`src/hw/vgaPkg.sv`:
```
`default_nettype none

package vgaPkg;

	// Frame memory word address is {row, column, 2'b00}
	localparam int addrBits = 13;
	localparam int rowBits = 7;
	localparam int colBits = 4;

	localparam int hCountBits = 11;
	localparam int vCountBits = 10;
	localparam int stretchBits = 4;

	// Five packed pixels per word, each {blue, green, red}
	localparam int subPixels = 5;
	localparam int subBits = $clog2(subPixels);
	localparam logic [subBits-1:0] lastSub = subBits'(subPixels - 1);
	localparam int pixelBits = 6;
	localparam int colourBits = 2;

	localparam logic [11:0] regConfig = 12'h000;
	localparam logic [11:0] regHVisible = 12'h010;
	localparam logic [11:0] regHFrontPorch = 12'h014;
	localparam logic [11:0] regHSync = 12'h018;
	localparam logic [11:0] regHWhole = 12'h01C;
	localparam logic [11:0] regVVisible = 12'h020;
	localparam logic [11:0] regVFrontPorch = 12'h024;
	localparam logic [11:0] regVSync = 12'h028;
	localparam logic [11:0] regVWhole = 12'h02C;
	localparam logic [11:0] regStatus = 12'h030;

	// Configuration word, bits 9:8 are unused and read back as zero
	localparam int configBits = 11;
	localparam int cfgHSizeLsb = 0;
	localparam int cfgVSizeLsb = 4;
	localparam int cfgEnableBit = 10;
	localparam logic [configBits-1:0] configWriteMask = 11'h4FF;
	localparam logic [configBits-1:0] configDefault = 11'h0AA;

	// 800 x 600 at 60 Hz
	localparam logic [hCountBits-1:0] hVisibleDefault = 11'd799;
	localparam logic [hCountBits-1:0] hFrontPorchDefault = 11'd839;
	localparam logic [hCountBits-1:0] hSyncDefault = 11'd967;
	localparam logic [hCountBits-1:0] hWholeDefault = 11'd1055;
	localparam logic [vCountBits-1:0] vVisibleDefault = 10'd599;
	localparam logic [vCountBits-1:0] vFrontPorchDefault = 10'd600;
	localparam logic [vCountBits-1:0] vSyncDefault = 10'd604;
	localparam logic [vCountBits-1:0] vWholeDefault = 10'd627;

	localparam int statEnable = 0;
	localparam int statHsync = 1;
	localparam int statVsync = 2;
	localparam int statHVisible = 3;
	localparam int statVVisible = 4;

	localparam logic [31:0] unmappedRead = '1;

endpackage

`default_nettype wire

```
`src/hw/vgaRegisterBank.sv`:
```
`default_nettype none

module vgaRegisterBank
	import vgaPkg::*;
(
	input wire vga_clk,
	input wire rstN,
	input wire wbCyc,
	input wire wbStb,
	input wire wbWe,
	input wire [11:0] wbAdr,
	input wire [3:0] wbSel,
	input wire [31:0] wbDatW,
	input wire syncH,
	input wire syncV,
	input wire visibleH,
	input wire visibleV,
	output logic [31:0] wbDatR,
	output logic wbAck,
	output logic [hCountBits-1:0] hVisible,
	output logic [hCountBits-1:0] hFrontPorch,
	output logic [hCountBits-1:0] hSync,
	output logic [hCountBits-1:0] hWhole,
	output logic [vCountBits-1:0] vVisible,
	output logic [vCountBits-1:0] vFrontPorch,
	output logic [vCountBits-1:0] vSync,
	output logic [vCountBits-1:0] vWhole,
	output logic [stretchBits-1:0] hPixelSize,
	output logic [stretchBits-1:0] vPixelSize,
	output logic outputEnable
);

	logic [configBits-1:0] configReg;
	logic [31:0] statusWord;
	logic [31:0] readWord;
	logic access;
	logic writeStrobe;

	// Byte lanes not selected keep their old contents
	function automatic logic [31:0] mergeBytes(input logic [31:0] oldValue);
		logic [31:0] merged;
		merged = oldValue;
		for (int i = 0; i < 4; i++) begin
			if (wbSel[i]) begin
				merged[8*i +: 8] = wbDatW[8*i +: 8];
			end
		end
		return merged;
	endfunction

	assign access = wbCyc && wbStb && !wbAck;
	assign writeStrobe = access && wbWe;

	assign hPixelSize = configReg[cfgHSizeLsb +: stretchBits];
	assign vPixelSize = configReg[cfgVSizeLsb +: stretchBits];
	assign outputEnable = configReg[cfgEnableBit];

	always_ff @(posedge vga_clk) begin
		if (!rstN) begin
			configReg <= configDefault;
			hVisible <= hVisibleDefault;
			hFrontPorch <= hFrontPorchDefault;
			hSync <= hSyncDefault;
			hWhole <= hWholeDefault;
			vVisible <= vVisibleDefault;
			vFrontPorch <= vFrontPorchDefault;
			vSync <= vSyncDefault;
			vWhole <= vWholeDefault;
		end else if (writeStrobe) begin
			case (wbAdr)
				regConfig: configReg <= configBits'(mergeBytes(32'(configReg))) & configWriteMask;
				regHVisible: hVisible <= hCountBits'(mergeBytes(32'(hVisible)));
				regHFrontPorch: hFrontPorch <= hCountBits'(mergeBytes(32'(hFrontPorch)));
				regHSync: hSync <= hCountBits'(mergeBytes(32'(hSync)));
				regHWhole: hWhole <= hCountBits'(mergeBytes(32'(hWhole)));
				regVVisible: vVisible <= vCountBits'(mergeBytes(32'(vVisible)));
				regVFrontPorch: vFrontPorch <= vCountBits'(mergeBytes(32'(vFrontPorch)));
				regVSync: vSync <= vCountBits'(mergeBytes(32'(vSync)));
				regVWhole: vWhole <= vCountBits'(mergeBytes(32'(vWhole)));
				default: ;
			endcase
		end
	end

	// Sync outputs are active low, status reports them as active high
	always_comb begin
		statusWord = '0;
		statusWord[statEnable] = outputEnable;
		statusWord[statHsync] = !syncH;
		statusWord[statVsync] = !syncV;
		statusWord[statHVisible] = visibleH;
		statusWord[statVVisible] = visibleV;
	end

	always_comb begin
		case (wbAdr)
			regConfig: readWord = 32'(configReg);
			regHVisible: readWord = 32'(hVisible);
			regHFrontPorch: readWord = 32'(hFrontPorch);
			regHSync: readWord = 32'(hSync);
			regHWhole: readWord = 32'(hWhole);
			regVVisible: readWord = 32'(vVisible);
			regVFrontPorch: readWord = 32'(vFrontPorch);
			regVSync: readWord = 32'(vSync);
			regVWhole: readWord = 32'(vWhole);
			regStatus: readWord = statusWord;
			default: readWord = unmappedRead;
		endcase
	end

	// Every access is answered in one cycle
	always_ff @(posedge vga_clk) begin
		if (!rstN) begin
			wbAck <= 1'b0;
		end else begin
			wbAck <= access;
		end
	end

	always_ff @(posedge vga_clk) begin
		if (access && !wbWe) begin
			wbDatR <= readWord;
		end
	end

endmodule

`default_nettype wire

```
`src/hw/vgaTimingGenerator.sv`:
```
`default_nettype none

module vgaTimingGenerator
	import vgaPkg::*;
(
	input wire vga_clk,
	input wire rstN,
	input wire outputEnable,
	input wire [hCountBits-1:0] hVisible,
	input wire [hCountBits-1:0] hFrontPorch,
	input wire [hCountBits-1:0] hSync,
	input wire [hCountBits-1:0] hWhole,
	input wire [vCountBits-1:0] vVisible,
	input wire [vCountBits-1:0] vFrontPorch,
	input wire [vCountBits-1:0] vSync,
	input wire [vCountBits-1:0] vWhole,
	output logic lineEnd,
	output logic hVisibleArea,
	output logic vVisibleArea,
	output logic hSyncRaw,
	output logic vSyncRaw
);

	logic [hCountBits-1:0] hCount;
	logic [vCountBits-1:0] vCount;
	logic frameEnd;

	assign lineEnd = hCount == hWhole;
	assign frameEnd = vCount == vWhole;

	always_ff @(posedge vga_clk) begin
		if (!rstN || !outputEnable) begin
			hCount <= '0;
			hVisibleArea <= 1'b1;
			hSyncRaw <= 1'b1;
		end else begin
			hCount <= lineEnd ? '0 : hCount + 1'b1;
			if (hCount == hVisible) begin
				hVisibleArea <= 1'b0;
			end else if (lineEnd) begin
				hVisibleArea <= 1'b1;
			end
			// Front porch end wins if both compares hit together
			if (hCount == hFrontPorch) begin
				hSyncRaw <= 1'b0;
			end else if (hCount == hSync) begin
				hSyncRaw <= 1'b1;
			end
		end
	end

	// Vertical state only steps on the last cycle of a line
	always_ff @(posedge vga_clk) begin
		if (!rstN || !outputEnable) begin
			vCount <= '0;
			vVisibleArea <= 1'b1;
			vSyncRaw <= 1'b1;
		end else if (lineEnd) begin
			vCount <= frameEnd ? '0 : vCount + 1'b1;
			if (vCount == vVisible) begin
				vVisibleArea <= 1'b0;
			end else if (frameEnd) begin
				vVisibleArea <= 1'b1;
			end
			if (vCount == vFrontPorch) begin
				vSyncRaw <= 1'b0;
			end else if (vCount == vSync) begin
				vSyncRaw <= 1'b1;
			end
		end
	end

endmodule

`default_nettype wire

```
`src/hw/vgaPixelFetch.sv`:
```
`default_nettype none

module vgaPixelFetch
	import vgaPkg::*;
(
	input wire vga_clk,
	input wire rstN,
	input wire outputEnable,
	input wire lineEnd,
	input wire hVisibleArea,
	input wire vVisibleArea,
	input wire hSyncRaw,
	input wire vSyncRaw,
	input wire [stretchBits-1:0] hPixelSize,
	input wire [stretchBits-1:0] vPixelSize,
	input wire [31:0] pixelData,
	output logic fetchData,
	output logic [addrBits-1:0] pixelAddress,
	output logic [colourBits-1:0] vgaR,
	output logic [colourBits-1:0] vgaG,
	output logic [colourBits-1:0] vgaB,
	output logic vgaHsync,
	output logic vgaVsync
);

	logic [stretchBits-1:0] hStretch, hStretchNext;
	logic [stretchBits-1:0] vStretch, vStretchNext;
	logic [subBits-1:0] subPixel, subNext;
	logic [hCountBits-1:0] column, columnNext;
	logic [vCountBits-1:0] row, rowNext;
	logic active;
	logic fetchPending;
	logic [31:0] wordLatch;
	logic [31:0] wordSource;
	logic [pixelBits-1:0] pixel;
	logic [subBits-1:0] subA;
	logic onScreenA;
	logic firstA;
	logic hSyncA;
	logic vSyncA;

	always_comb begin
		hStretchNext = hStretch;
		vStretchNext = vStretch;
		subNext = subPixel;
		columnNext = column;
		rowNext = row;
		if (!outputEnable || !vVisibleArea) begin
			hStretchNext = '0;
			vStretchNext = '0;
			subNext = '0;
			columnNext = '0;
			rowNext = '0;
		end else begin
			if (!hVisibleArea) begin
				hStretchNext = '0;
				subNext = '0;
				columnNext = '0;
			end else if (hStretch == hPixelSize) begin
				hStretchNext = '0;
				subNext = (subPixel == lastSub) ? '0 : subPixel + 1'b1;
				if (subPixel == lastSub) begin
					columnNext = column + 1'b1;
				end
			end else begin
				hStretchNext = hStretch + 1'b1;
			end
			if (lineEnd) begin
				vStretchNext = (vStretch == vPixelSize) ? '0 : vStretch + 1'b1;
				if (vStretch == vPixelSize) begin
					rowNext = row + 1'b1;
				end
			end
		end
	end

	always_ff @(posedge vga_clk) begin
		if (!rstN) begin
			hStretch <= '0;
			vStretch <= '0;
			subPixel <= '0;
			column <= '0;
			row <= '0;
		end else begin
			hStretch <= hStretchNext;
			vStretch <= vStretchNext;
			subPixel <= subNext;
			column <= columnNext;
			row <= rowNext;
		end
	end

	// Address follows the next counter state so the word arrives with that state.
	// The first enabled cycle also fetches, since nothing was loaded before it
	assign pixelAddress = {rowNext[rowBits-1:0], columnNext[colBits-1:0], 2'b00};
	assign fetchData = outputEnable && (!active || rowNext != row || columnNext != column);

	// Stage A, state of the current cycle
	always_ff @(posedge vga_clk) begin
		if (!rstN || !outputEnable) begin
			active <= 1'b0;
			fetchPending <= 1'b0;
			subA <= '0;
			onScreenA <= 1'b0;
			firstA <= 1'b0;
			hSyncA <= 1'b1;
			vSyncA <= 1'b1;
		end else begin
			active <= 1'b1;
			fetchPending <= fetchData;
			subA <= subPixel;
			onScreenA <= hVisibleArea && vVisibleArea;
			firstA <= !active;
			hSyncA <= hSyncRaw;
			vSyncA <= vSyncRaw;
		end
	end

	always_ff @(posedge vga_clk) begin
		if (fetchPending) begin
			wordLatch <= pixelData;
		end
	end

	// First state after enable takes its word straight from memory
	assign wordSource = firstA ? pixelData : wordLatch;
	assign pixel = wordSource[subA * pixelBits +: pixelBits];

	// Stage B drives the pins
	always_ff @(posedge vga_clk) begin
		if (!rstN || !outputEnable) begin
			vgaR <= '0;
			vgaG <= '0;
			vgaB <= '0;
			vgaHsync <= 1'b1;
			vgaVsync <= 1'b1;
		end else begin
			vgaR <= onScreenA ? pixel[0 +: colourBits] : '0;
			vgaG <= onScreenA ? pixel[colourBits +: colourBits] : '0;
			vgaB <= onScreenA ? pixel[2*colourBits +: colourBits] : '0;
			vgaHsync <= hSyncA;
			vgaVsync <= vSyncA;
		end
	end

endmodule

`default_nettype wire

```
`src/hw/vgaController.sv`:
```
`default_nettype none

module vgaController
	import vgaPkg::*;
(
	input wire vga_clk,
	input wire rstN,
	input wire wbCyc,
	input wire wbStb,
	input wire wbWe,
	input wire [11:0] wbAdr,
	input wire [3:0] wbSel,
	input wire [31:0] wbDatW,
	output wire [31:0] wbDatR,
	output wire wbAck,
	output wire fetchData,
	output wire [addrBits-1:0] pixelAddress,
	input wire [31:0] pixelData,
	output wire [colourBits-1:0] vgaR,
	output wire [colourBits-1:0] vgaG,
	output wire [colourBits-1:0] vgaB,
	output wire vgaHsync,
	output wire vgaVsync
);

	wire [hCountBits-1:0] hVisible;
	wire [hCountBits-1:0] hFrontPorch;
	wire [hCountBits-1:0] hSync;
	wire [hCountBits-1:0] hWhole;
	wire [vCountBits-1:0] vVisible;
	wire [vCountBits-1:0] vFrontPorch;
	wire [vCountBits-1:0] vSync;
	wire [vCountBits-1:0] vWhole;
	wire [stretchBits-1:0] hPixelSize;
	wire [stretchBits-1:0] vPixelSize;
	wire outputEnable;
	wire lineEnd;
	wire hVisibleArea;
	wire vVisibleArea;
	wire hSyncRaw;
	wire vSyncRaw;

	// Status reports the pin-aligned syncs
	vgaRegisterBank registerBank (
		.syncH(vgaHsync),
		.syncV(vgaVsync),
		.visibleH(hVisibleArea),
		.visibleV(vVisibleArea),
		.*
	);

	vgaTimingGenerator timingGenerator (.*);

	vgaPixelFetch pixelFetch (.*);

endmodule

`default_nettype wire

```
`config.mk`:
```
export PLATFORM = sky130hd
export DESIGN_NAME = vgaController
export DESIGN_NICKNAME = d
export VERILOG_FILES = /design/src/hw/vgaPkg.sv /design/src/hw/vgaRegisterBank.sv /design/src/hw/vgaTimingGenerator.sv /design/src/hw/vgaPixelFetch.sv /design/src/hw/vgaController.sv
export SDC_FILE = /design/constraint.sdc
export NUM_CORES = 1
export LEC_CHECK = 0
export BUFFER_PORTS_ARGS = -buffer_cell sky130_fd_sc_hd__buf_4
export CORE_MARGIN = 10
export CORE_UTILIZATION = 45
export DETAILED_ROUTE_END_ITERATION = 6
export GPL_ROUTABILITY_DRIVEN = 0
export PLACE_DENSITY = 0.69
export SLEW_MARGIN = 15
export SYNTH_ARGS = -nofsm -noshare
export SYNTH_HDL_FRONTEND = slang
export SYNTH_SLANG_ARGS = --single-unit
```
`constraint.sdc`:
```
create_clock -name vga_clk -period 2.89 [get_ports vga_clk]
set_input_delay 0.1445 -clock vga_clk [delete_from_list [all_inputs] [get_ports vga_clk]]
set_output_delay 0.1445 -clock vga_clk [all_outputs]
set_load 0.01 [all_outputs]
```
# Word-level counts from Yosys, hierarchy flattened
# Index checks and enable logic that the tools add are counted.
totals:
  output_inout_bits: 55
  wordCells: 147
  reg_bits: 232
  input_bits: 85
classes:
  n_addsub: 7
  bitwise_logic: 3
  shifts: 1
  mul: 1
  muxes: 21
  n_eq_ne: 22
  reduce_logical: 48
ops:
  columns: ["cell", "count"]
  rows:
  - ["$pmux W32 S10", 1]
  - ["$eq A12 B6 Y1 const B", 5]
  - ["$reduce_and A3 Y1", 18]
  - ["$eq A12 B5 Y1 const B", 4]
  - ["$eq A11 B11 Y1", 4]
  - ["$mux W11", 4]
  - ["$eq A10 B10 Y1", 4]
  - ["$mux W10", 4]
  - ["$mux W32", 1]
  - ["$shiftx A32 B7 Y6", 1]
  - ["$add A11 B1 Y11 const B", 2]
  - ["$add A10 B1 Y10 const B", 2]
  - ["$logic_not A12 Y1", 1]
  - ["$ne A11 B11 Y1", 1]
  - ["$ne A10 B10 Y1", 1]
  - ["$mux W1", 9]
  - ["$add A4 B1 Y4 const B", 2]
  - ["$eq A4 B4 Y1", 2]
  - ["$logic_not A1 Y1", 8]
  - ["$reduce_bool A2 Y1", 4]
  - ["$logic_and A1 B1 Y1", 6]
  - ["$reduce_or A2 Y1", 3]
  - ["$mul A3 B2 Y5 const B", 1]
  - ["$logic_or A1 B1 Y1", 4]
  - ["other kinds (8)", 11]

# Longest topological paths before layout
# Gate-level depths: netlist of the first run.
depth:
  ltp_word: 8
  mapped_depth: 9

# Cells and area by module
# Synthesis of the first run repeated with hierarchy kept, for this count alone.
hier_totals:
  hier_cells: 1173
  area_unflattened_um2: 11533.6
modules_own_cells:
  columns: ["mod", "area_each_um2", "seq_area_each_um2", "cells_per_inst", "instances"]
  rows:
  - ["vgaRegisterBank", 5522.8, 2242.2, 578, 1]
  - ["vgaPixelFetch", 3821.2, 1941.9, 342, 1]
  - ["vgaTimingGenerator", 2189.6, 500.5, 253, 1]

# Worst setup path after synthesis of the first run
# No wires, ideal clock.
synth_path:
  kind: "register to output"
  from: "reg timingGenerator.hCount[3]"
  to: "out pixelAddress[7]"
  setup_slack_ps: 787
  arrival_time_ps: 1959
  stages_incl_launch_ff: 8
  required_time_ps: 2746
  path_cell_list: "dfxtp_1 > clkbuf_1 > xnor2_1 > nand4_1 > nor4_2 > mux2i_1 > nor2_1 > buf_4"
synth_via:
  elab_chain_len: 3
synth_lines:
  columns: ["element", "line_no", "text"]
  rows:
  - ["start, declared", "vgaTimingGenerator.sv:24", "logic [hCountBits-1:0] hCount;"]
  - ["start signal, assigned", "vgaTimingGenerator.sv:37", "hCount <= lineEnd ? '0 : hCount + 1'b1;"]
  - ["$eq A11 B11 Y1", "vgaTimingGenerator.sv:28", "assign lineEnd = hCount == hWhole;"]
  - ["$mux W10", "vgaPixelFetch.sv:68", "if (lineEnd) begin"]
  - ["$mux W10", "vgaPixelFetch.sv:48", "if (!outputEnable || !vVisibleArea) begin"]
  - ["end, declared", "vgaController.sv:17", "output wire [addrBits-1:0] pixelAddress,"]
# Every way passes these cells.

# Worst setup path after layout of the first run
layout_path:
  from: "reg registerBank.hWhole[10]"
  to: "out pixelAddress[9]"
layout_via:
  elab_chain_len: 3
layout_lines:
  columns: ["element", "line_no", "text"]
  rows:
  - ["start, declared", "vgaRegisterBank.sv:23", "output logic [hCountBits-1:0] hWhole,"]
  - ["start signal, assigned", "vgaRegisterBank.sv:64", "hWhole <= hWholeDefault;"]
  - ["start signal, assigned", "vgaRegisterBank.sv:75", "regHWhole: hWhole <= hCountBits'(mergeBytes(32'(hWhole)));"]
  - ["$eq A11 B11 Y1", "vgaTimingGenerator.sv:28", null]
  - ["$mux W10", "vgaPixelFetch.sv:68", null]
  - ["$mux W10", "vgaPixelFetch.sv:48", null]
# Every way passes these cells.

==> results of run 1 <==
worst reg2reg max path, delay by kind of cell (launching register included):
kind,cells,cell delay (ns)
and+or+nand+nor,3,0.62
DFF,1,0.33
AOI/OAI and AO/OA,1,0.53
xor gates and xnor gates,1,0.42
buffers and inverters,1,0.25
power by group:
group	internal [mW]	leakage (nW)	total [mW]	switching, mW
registers	3.02	1.77	3.03	0.00449
clock network	1.68	0.368	2.89	1.21
logic	0.147	2.34	0.309	0.162
sequential cells by signal, indices dropped and copies added, names as in the netlist, 9 cells and up:
name and cells:
pixelFetch.column 11, pixelFetch.row 10, pixelFetch.wordLatch 32, registerBank.configReg 9, registerBank.hFrontPorch 11, registerBank.hSync 11
registerBank.hVisible 11, registerBank.hWhole 11, registerBank.vFrontPorch 10, registerBank.vSync 10, registerBank.vVisible 10, registerBank.vWhole 10
registerBank.wbDatR 12, timingGenerator.hCount 11, timingGenerator.vCount 10
what timing repair did:
action / 4_1_cts / 5_1_grt
resized for setup: 0 / 0
hold buffers: 44 / 0
endpoints found under the setup margin: 0 / 1
hold endpoints to repair: 99 / 0
setup buffers: 0 / 1
area by class of cell:
| type | instances | area share |
|---|---|---|
| clock buffer | 34 | 0.0502 |
| timing repair buffer | 205 | 0.126 |
| inverter | 10 | 0.00286 |
| multi-input combinational | 805 | 0.427 |
| clock inverter | 10 | 0.00668 |
| sequential | 212 | 0.357 |
| tap | 319 | 0.0304 |
logic make-up after synthesis:
logic type / Yosys count / synth area share
flops: 212 / 0.430
other cells: 1 / 0.000344
simple gates: 438 / 0.216
compound gates: 143 / 0.0868
xor+xnor: 116 / 0.0933
fa+ha+maj: 8 / 0.00920
buf+inv: 125 / 0.0561
mux: 98 / 0.108
cells in the final DEF, fill, tap and decap left out, drive strengths merged, types with 4 or more instances in the layout:
master and n:
o211ai 10, xnor2 83, or4 17, a22oi 17, a21boi 12, and2 5, a21oi 29, nand2b 8
nor2b 36, edfxtp 44, o22a 4, nor3 26, xor2 33, o31ai 6, inv 11, and4 8
and3 10, a31oi 5, o21ai 33, a222oi 4, or3 6, nand3 54, a221oi 4, mux4 15
mux2i 81, nor2 77, ha 8, nand2 129, dfxtp 168, nand4 28, clkbuf 34, clkinv 8
dlygate4sd3 44, buf 161, nor4 23
metrics by stage:
stage	hold WS, ns	area, um2	total power [mW]
finish	0.0835	13100	6.22
global route	0.111	13100	6.40
CTS	0.0785	13100	6.27
detailed placement	0.333	11900	3.34
global placement	0.331	11900	3.34
floorplan	0.243	10900	3.21
per-layer routing:
metal  routed length (um)  up-vias  track usage  share of wire
li1                     -     4269            -              -
met1                13600     4346        0.262           0.43
met2                14200      413        0.313           0.45
met3                 2970       61       0.0489          0.094
met4                  946        0       0.0661          0.030
met5                    0        -            0              0
worst max path at each step:
| stage | start | endpoint | slack (ns) | depth (start not counted) |
|---|---|---|---|---|
| after floorplan | timingGenerator.hCount[3] | pixelAddress[7] | 0.79 | 7 |
| after global placement | registerBank.hWhole[10] | fetchData | 0.68 | 7 |
| after detailed placement | wbAdr[3] | registerBank.wbDatR[3] | 0.67 | 5 |
| after CTS | registerBank.hWhole[10] | fetchData | 0.12 | 7 |
| after global routing | registerBank.hWhole[9] | fetchData | 0.002 | 7 |
| final | registerBank.hWhole[10] | pixelAddress[9] | 0.13 | 7 |
==> results.yml, run 1 <==
run_status:
  status: "finished with violations"
  violations: "DRC"
worst_setup_path:
  critPathCaptureType: "output pin"
  r2r-end: "timingGenerator.vCount[0]"
  critPathMostFrequentCell: "buf_4"
  r2r_start: "registerBank.hWhole[10]"
  critPathSlowestCell: "or4_1"
  crit_family: "simple AND/OR/NAND/NOR gates"
  cp_max_fo: 20
  worstPathCellList: "xnor2_1 -> and4_1 -> nand4_1 -> buf_4 -> or4_1 -> nand2_1 -> buf_4"
  rrSetupSlack_ns: 0.61
  cp.arrival_ns: 2.61
  crit_buf_inv: 2
  crit_type: "flop to output pin"
  critPathMaxStageDelay_ns: 0.47
  start_kind: "flop"
  cp.required_ns: 2.75
  rr_worst_depth: 6
sta:
  slew_headroom: 0.405
  tns_ns: 0
  fin_ws_ns: 0.134
  fin_worst_skew_ns: 0.0169
  period_needed_ns: 2.76
  fmax_mhz: 363
  finalSetupViolations: 0
  timing.final.crit_share: 0.954
  rsz0062_at_grt: "no"
  tightest_slew_ns: 0.892
  drv_slew: 0
  hold_violations: 0
power:
  p_leak_nw: 4.47
  p_per_area_nw_per_um2: 475
  vdd_drop_max_mv: 0.355
placed_design:
  numPortBuffers: 114
  dp.cells: 1506
  dp_slack_ns: 0.668
  dp_hpwl_mm: 22.4
logic_synthesis:
  synth.most_common_cell: "dfxtp_1"
  synth_seq_area_share: 0.430
  synthCells: 1141
  synth.area.top_cells: "dfxtp_1, edfxtp_1, mux2i_1, xnor2_1, nand2_1"
  synth_top_area_frac: 0.309
  yosys.area.top_type: "dfxtp_1"
  synth_area_per_cell_um2: 9.54
  synth_cell_type_count: 67
  synth_edf_count: 44
  yosys_warnings: 0
  ys.flop_type: "dfxtp_1"
  synth_area_um2: 10900
  synth_common_cells: "dfxtp_1, nand2_1, xnor2_1, mux2i_1, nor2_1"
  ys_seq_elements: 212
  async_reset_ff_frac: 0
route:
  wirelength_mm: 31.8
  first_pass_iters: 7
  wl_per_cell_um: 19.9
  initialDrtViolationCount: 836
  drc: 3
  dr_total_vias: 9089
  via_per_inst: 5.70
  drtAntennaViolNets: 0
global_route:
  grt_first_pass_wirelength_mm: 49.6
  grt_util_all_layers: 0.199
  grt.overflow.total: 0
  antenna_found_initial: 0
  grt_max_degree: 95
  grt_pass1_vias: 8756
clocking:
  cts_max_path_buffers: 3
  cts_tree: "done"
  clkSinkCount: 212
  clk_latency_ns: 0.52
  numCtsBuffers: 24
  cts-root-buf: "clkbuf_16"
  htree_num_levels: 1
  clk_transition_reported_paths_ns: 0.06
cells_and_area:
  antennaDiodeCount: 0
  finish.utilization: 0.555
  drive_gt1_frac: 0.183
  finalNonFillerCells: 1595
  ff_latch_area_um2: 4680
  final_net_count: 1351
  multi_input_area_um2: 5600
  fillers: 2037
  syn_to_final_growth_pct: 20.5
die:
  die_h_um: 176
  boundaryPins: 140
  rows: 56
  die_x_um: 176
  start_util: 0.461
  core_um2: 23600
  dieArea_um2: 30800
min_path:
  hold_path.class: "input pin to flop"
  whs_path_depth: 3
  hold_end: "registerBank.wbAck"
  holdCritStartpoint: "wbCyc"
flow_run:
  drv_cap: 0
Power figures use the tool's default switching activity.
==> inputs of run 2 (changes only) <==
--- a/config.mk
+++ b/config.mk
@@ -11,7 +11,7 @@
 export DETAILED_ROUTE_END_ITERATION = 6
 export GPL_ROUTABILITY_DRIVEN = 0
 export PLACE_DENSITY = 0.69
-export SLEW_MARGIN = 15
+export SLEW_MARGIN = 10
 export SYNTH_ARGS = -nofsm -noshare
 export SYNTH_HDL_FRONTEND = slang
 export SYNTH_SLANG_ARGS = --single-unit
==> constraint.sdc (replaced) <==
create_clock -name vga_clk -period 2.89 [get_ports vga_clk]
set_input_delay 0.1445 -clock vga_clk [delete_from_list [all_inputs] [get_ports vga_clk]]
set_output_delay 0.1445 -clock vga_clk [all_outputs]
set_load 0.02 [all_outputs]
==> results.yml, run 2 (same netlist as run 1, synthesis figures left out) <==
sta:
  fmax_mhz: 358
  whs_ns: 0.0635
  timing.final.crit_share: 0.966
  hold_violations: 0
  finalSetupViolations: 0
  period_needed_ns: 2.79
  tightest_slew_ns: 0.923
  tns_ns: 0
  drv_slew: 0
  slew_headroom: 0.385
  fin_worst_skew_ns: 0.0138
  rsz0062_at_grt: "no"
clocking:
  post_cts_resized: 0
  clk_transition_reported_paths_ns: 0.06
  numCtsBuffers: 24
  cts_tree: "done"
  cts_max_path_buffers: 3
  cts-root-buf: "clkbuf_16"
  clk_latency_ns: 0.52
  htree_num_levels: 1
  clkSinkCount: 212
global_route:
  grt_pass1_vias: 8885
  antenna_found_initial: 0
  grt_first_pass_wirelength_mm: 50.7
  grt_max_degree: 95
  grt_util_all_layers: 0.203
  grt.overflow.total: 0
min_path:
  hold_path.class: "input pin to flop"
  holdCritStartpoint: "wbCyc"
  whs_path_depth: 3
  hold_end: "registerBank.wbAck"
cells_and_area:
  antennaDiodeCount: 0
  fillers: 2056
  multi_input_area_um2: 5600
  final_common_cell: "dfxtp_1"
  reg_top3: "pixelFetch.wordLatch x32, registerBank.wbDatR x12"
  syn_to_final_growth_pct: 20.4
  drive_gt1_frac: 0.181
  top_register: "pixelFetch.wordLatch"
  ff_latch_area_um2: 4680
  final_cell_mix: "dfxtp_1, buf_4, nand2_1"
  finish.utilization: 0.555
  final_net_count: 1350
  largest_reg_flops: 32
die:
  core_um2: 23600
  start_util: 0.461
  die_x_um: 176
  boundaryPins: 140
  dieArea_um2: 30800
  die_h_um: 176
  rows: 56
placed_design:
  dp_hpwl_mm: 22.5
  numPortBuffers: 114
worst_setup_path:
  critPathCaptureType: "output pin"
  start_kind: "flop"
  r2r-end: "timingGenerator.vCount[2]"
  crit_type: "flop to output pin"
  cp.required_ns: 2.75
  rr_worst_depth: 6
  cp_max_fo: 6
  cp.arrival_ns: 2.65
  r2r_start: "registerBank.hWhole[10]"
  rrSetupSlack_ns: 0.66
route:
  via_per_inst: 5.73
  dr_total_vias: 9130
  initialDrtViolationCount: 880
  wirelength_mm: 32.3
  first_pass_iters: 7
  drtAntennaViolNets: 0
  wl_per_cell_um: 20.3
  drc: 8
flow_run:
  drv_cap: 0
power:
  p_per_area_nw_per_um2: 476
  vdd_drop_max_mv: 0.377
  p_leak_nw: 4.47
run_status:
  status: "finished with violations"
  violations: "DRC"
[run 2: layout make-up]
class,count,share of cell area
multi-input cells,805,0.427
clock inverters,6,0.00191
repair buffers,204,0.125
inverters,10,0.00286
flip-flops and latches,212,0.357
well taps,319,0.0304
clock buffers,37,0.0550
[run 2: routing by layer]
metal,wire length (um),GRT usage
met1,13800,0.266
met2,14400,0.319
met3,3180,0.0504
met4,937,0.0692
met5,0,0
[run 2: timing repair]
action	in CTS	in global routing
endpoints found under the setup margin	0	1
endpoints found under the hold margin	100	0
hold buffers	44	0
setup buffers	0	1
[run 2: worst max-delay path by stage]
stage / from / to / slack [ns] / cells past startpoint
global placement: wbAdr[3] / registerBank.wbDatR[6] / 0.63 / 5
finish: registerBank.hWhole[9] / fetchData / 0.1 / 7
floorplan: timingGenerator.hCount[3] / fetchData / 0.67 / 6
global route: registerBank.hWhole[9] / fetchData / 0.009 / 7
detailed placement: wbAdr[7] / registerBank.vWhole[4] / 0.61 / 7
CTS: registerBank.hWhole[9] / fetchData / 0.10 / 7
[run 2: worst max-delay path: stages (launching register included)]
cell and delay (ns):
dfxtp_1 0.34, xnor2_1 0.25, nand4_1 0.41, nor4_2 0.36, buf_4 0.19, nand2_1 0.10
a31oi_1 0.27, buf_4 0.19
[run 2: metrics by stage]
step | power, mW | std cells | area [um2] | worst slack [ns]
global placement | 3.35 | 1505 | 11900 | 0.634
floorplan | 3.22 | 1142 | 10900 | 0.667
CTS | 6.25 | 1592 | 13100 | 0.104
finish | 6.24 | 1593 | 13100 | 0.0985
global route | 6.42 | 1593 | 13100 | 0.00900
detailed placement | 3.36 | 1505 | 11900 | 0.611
[run 2: where the power goes]
part           switching, mW  internal [mW]
Combinational          0.175          0.147
Sequential           0.00407           3.02
Clock                   1.19           1.70
Total                   1.37           4.87
==> inputs of run 3 (changes only) <==
--- a/config.mk
+++ b/config.mk
@@ -10,7 +10,7 @@
 export CORE_UTILIZATION = 45
 export DETAILED_ROUTE_END_ITERATION = 6
 export GPL_ROUTABILITY_DRIVEN = 0
-export PLACE_DENSITY = 0.69
+export PLACE_DENSITY = 0.71
 export SLEW_MARGIN = 10
 export SYNTH_ARGS = -nofsm -noshare
 export SYNTH_HDL_FRONTEND = slang
==> constraint.sdc (replaced) <==
create_clock -name vga_clk -period 2.4 [get_ports vga_clk]
set_input_delay 0.12 -clock vga_clk [delete_from_list [all_inputs] [get_ports vga_clk]]
set_output_delay 0.12 -clock vga_clk [all_outputs]
set_load 0.02 [all_outputs]
==> results.yml, run 3 (same netlist as run 1, synthesis figures left out) <==
run_status:
  status: "finished with violations"
  violations: "setup timing"
route:
  dr_total_vias: 9419
  first_pass_iters: 5
  initialDrtViolationCount: 1044
  drc: 0
  via_per_inst: 5.78
  drtAntennaViolNets: 0
  wl_per_cell_um: 20.6
  wirelength_mm: 33.5
worst_setup_path:
  worstPathCellList: "xnor2_1 -> and4_4 -> nand4_1 -> buf_6 -> or4_1 -> nand2_1 -> buf_6"
  critPathMaxStageDelay_ns: 0.46
  critPathCaptureType: "output pin"
  cp.arrival_ns: 2.36
  cp_max_fo: 8
  critPathSlowestCell: "or4_1"
  cp.required_ns: 2.28
  rrSetupSlack_ns: -0.07
  crit_family: "simple AND/OR/NAND/NOR gates"
  crit_buf_inv: 2
  critPathMostFrequentCell: "buf_6"
  crit_type: "flop to output pin"
  start_kind: "flop"
power:
  seq_power_share: 0.462
  p_int_mw: 6.18
  clkPwrFrac: 0.490
  pwr-share-comb: 0.049
  p_leak_nw: 4.76
  p_per_area_nw_per_um2: 575
  p_sw_mw: 1.72
  p_sw_frac: 0.217
  vdd_drop_max_mv: 0.457
clocking:
  clkSinkCount: 212
  clk_transition_reported_paths_ns: 0.06
  numCtsBuffers: 24
  cts_tree: "done"
  cts_max_path_buffers: 3
  clk_latency_ns: 0.52
  cts-root-buf: "clkbuf_16"
  htree_num_levels: 1
sta:
  timing.final.crit_share: 1.03
  drv_slew: 0
  tightest_slew_ns: 0.758
  fmax_mhz: 404
  tns_ns: -0.325
  rsz0062_at_grt: "yes"
  period_needed_ns: 2.48
  hold_violations: 0
  fin_ws_ns: -0.0764
  whs_ns: 0.0478
  fin_worst_skew_ns: 0.0133
  slew_headroom: 0.491
  finalSetupViolations: 10
cells_and_area:
  stdcell_area_um2: 13700
  finalNonFillerCells: 1629
  ff_latch_area_um2: 4720
  syn_to_final_growth_pct: 26.2
  final_cell_mix: "buf_4, dfxtp_1, nand2_1"
  finish.utilization: 0.582
  antennaDiodeCount: 0
  multi_input_area_um2: 5820
  top_register: "pixelFetch.wordLatch"
  reg_top3: "pixelFetch.wordLatch x32, registerBank.wbDatR x12"
  final_net_count: 1385
  largest_reg_flops: 32
  drive_gt1_frac: 0.247
  final_common_cell: "buf_4"
  fillers: 1955
global_route:
  grt_pass1_vias: 9359
  grt_util_all_layers: 0.209
  grt_first_pass_wirelength_mm: 52.2
  grt_max_degree: 57
  antenna_found_initial: 0
  grt.overflow.total: 0
die:
  die_h_um: 176
  boundaryPins: 140
  core_um2: 23600
  start_util: 0.461
  die_x_um: 176
  dieArea_um2: 30800
  rows: 56
placed_design:
  dp_hpwl_mm: 22.9
  placed_cell_area_um2: 12000
  numPortBuffers: 114
  dp.cells: 1521
min_path:
  hold_path.class: "input pin to flop"
flow_run:
  drv_cap: 0
## run 3: changes by cell type in the layout (fill, tap and decap cells not counted), moves of 3 or more
cell      change
dfxtp_2      +19
buf_4        +30
xnor2_4       +3
xnor2_1      -12
xnor2_2       +9
and4_4        +3
clkinv_2      +3
clkbuf_1      -4
buf_6         +6
and4_1        -3
dfxtp_1      -21
## run 3: area by class of cell
class	count	share of cell area
well taps	319	0.0291
inverters	10	0.00273
clock buffers	34	0.0540
clock inverters	10	0.00729
multi-input cells	805	0.423
repair buffers	239	0.140
flip-flops and latches	212	0.343
## run 3: final timing paths
check        cells past startpoint                  end              startpoint
max                              7     pixelAddress[12]  pixelFetch.vStretch[3]
min                              3   registerBank.wbAck                   wbCyc
max reg2reg                     11    pixelFetch.row[6]  pixelFetch.vStretch[3]
min reg2reg                      1  pixelFetch.vgaVsync       pixelFetch.vSyncA
## run 3: power groups by stage
stage               clock, mW  sequential (mW)  combinational (mW)
floorplan                   0             3.73               0.151
global placement            0             3.72               0.315
detailed placement          0             3.72               0.319
CTS                      3.90             3.64               0.378
global route             4.04             3.64               0.405
finish                   3.86             3.64               0.386
## run 3: routing by layer
layer	vias to the layer above	share of wire	global-route usage
met1	4471	0.41	0.271
met4	0	0.033	0.0608
met2	518	0.46	0.340
met3	91	0.10	0.0463
li1	4339	-	-
met5	-	0	0
## run 3: what timing repair did
item,4_1_cts,5_1_grt
gates cloned,1,0
endpoints found under the setup margin,9,16
endpoints found under the hold margin,111,0
pin swaps,21,12
hold buffers,43,0
setup buffers,14,6
gates resized for setup,46,21
## run 3: worst min-delay path, stage by stage
cell and delay, ns:
buf_4 0.07, and3b_1 0.21, and2_1 0.14
## run 3: stage by stage
step / total power, mW / setup WS [ns]
after CTS: 7.92 / -0.0711
after detailed placement: 4.04 / 0.294
after global placement: 4.04 / 0.291
final: 7.89 / -0.0764
after floorplan: 3.88 / 0.202
after global routing: 8.09 / -0.200
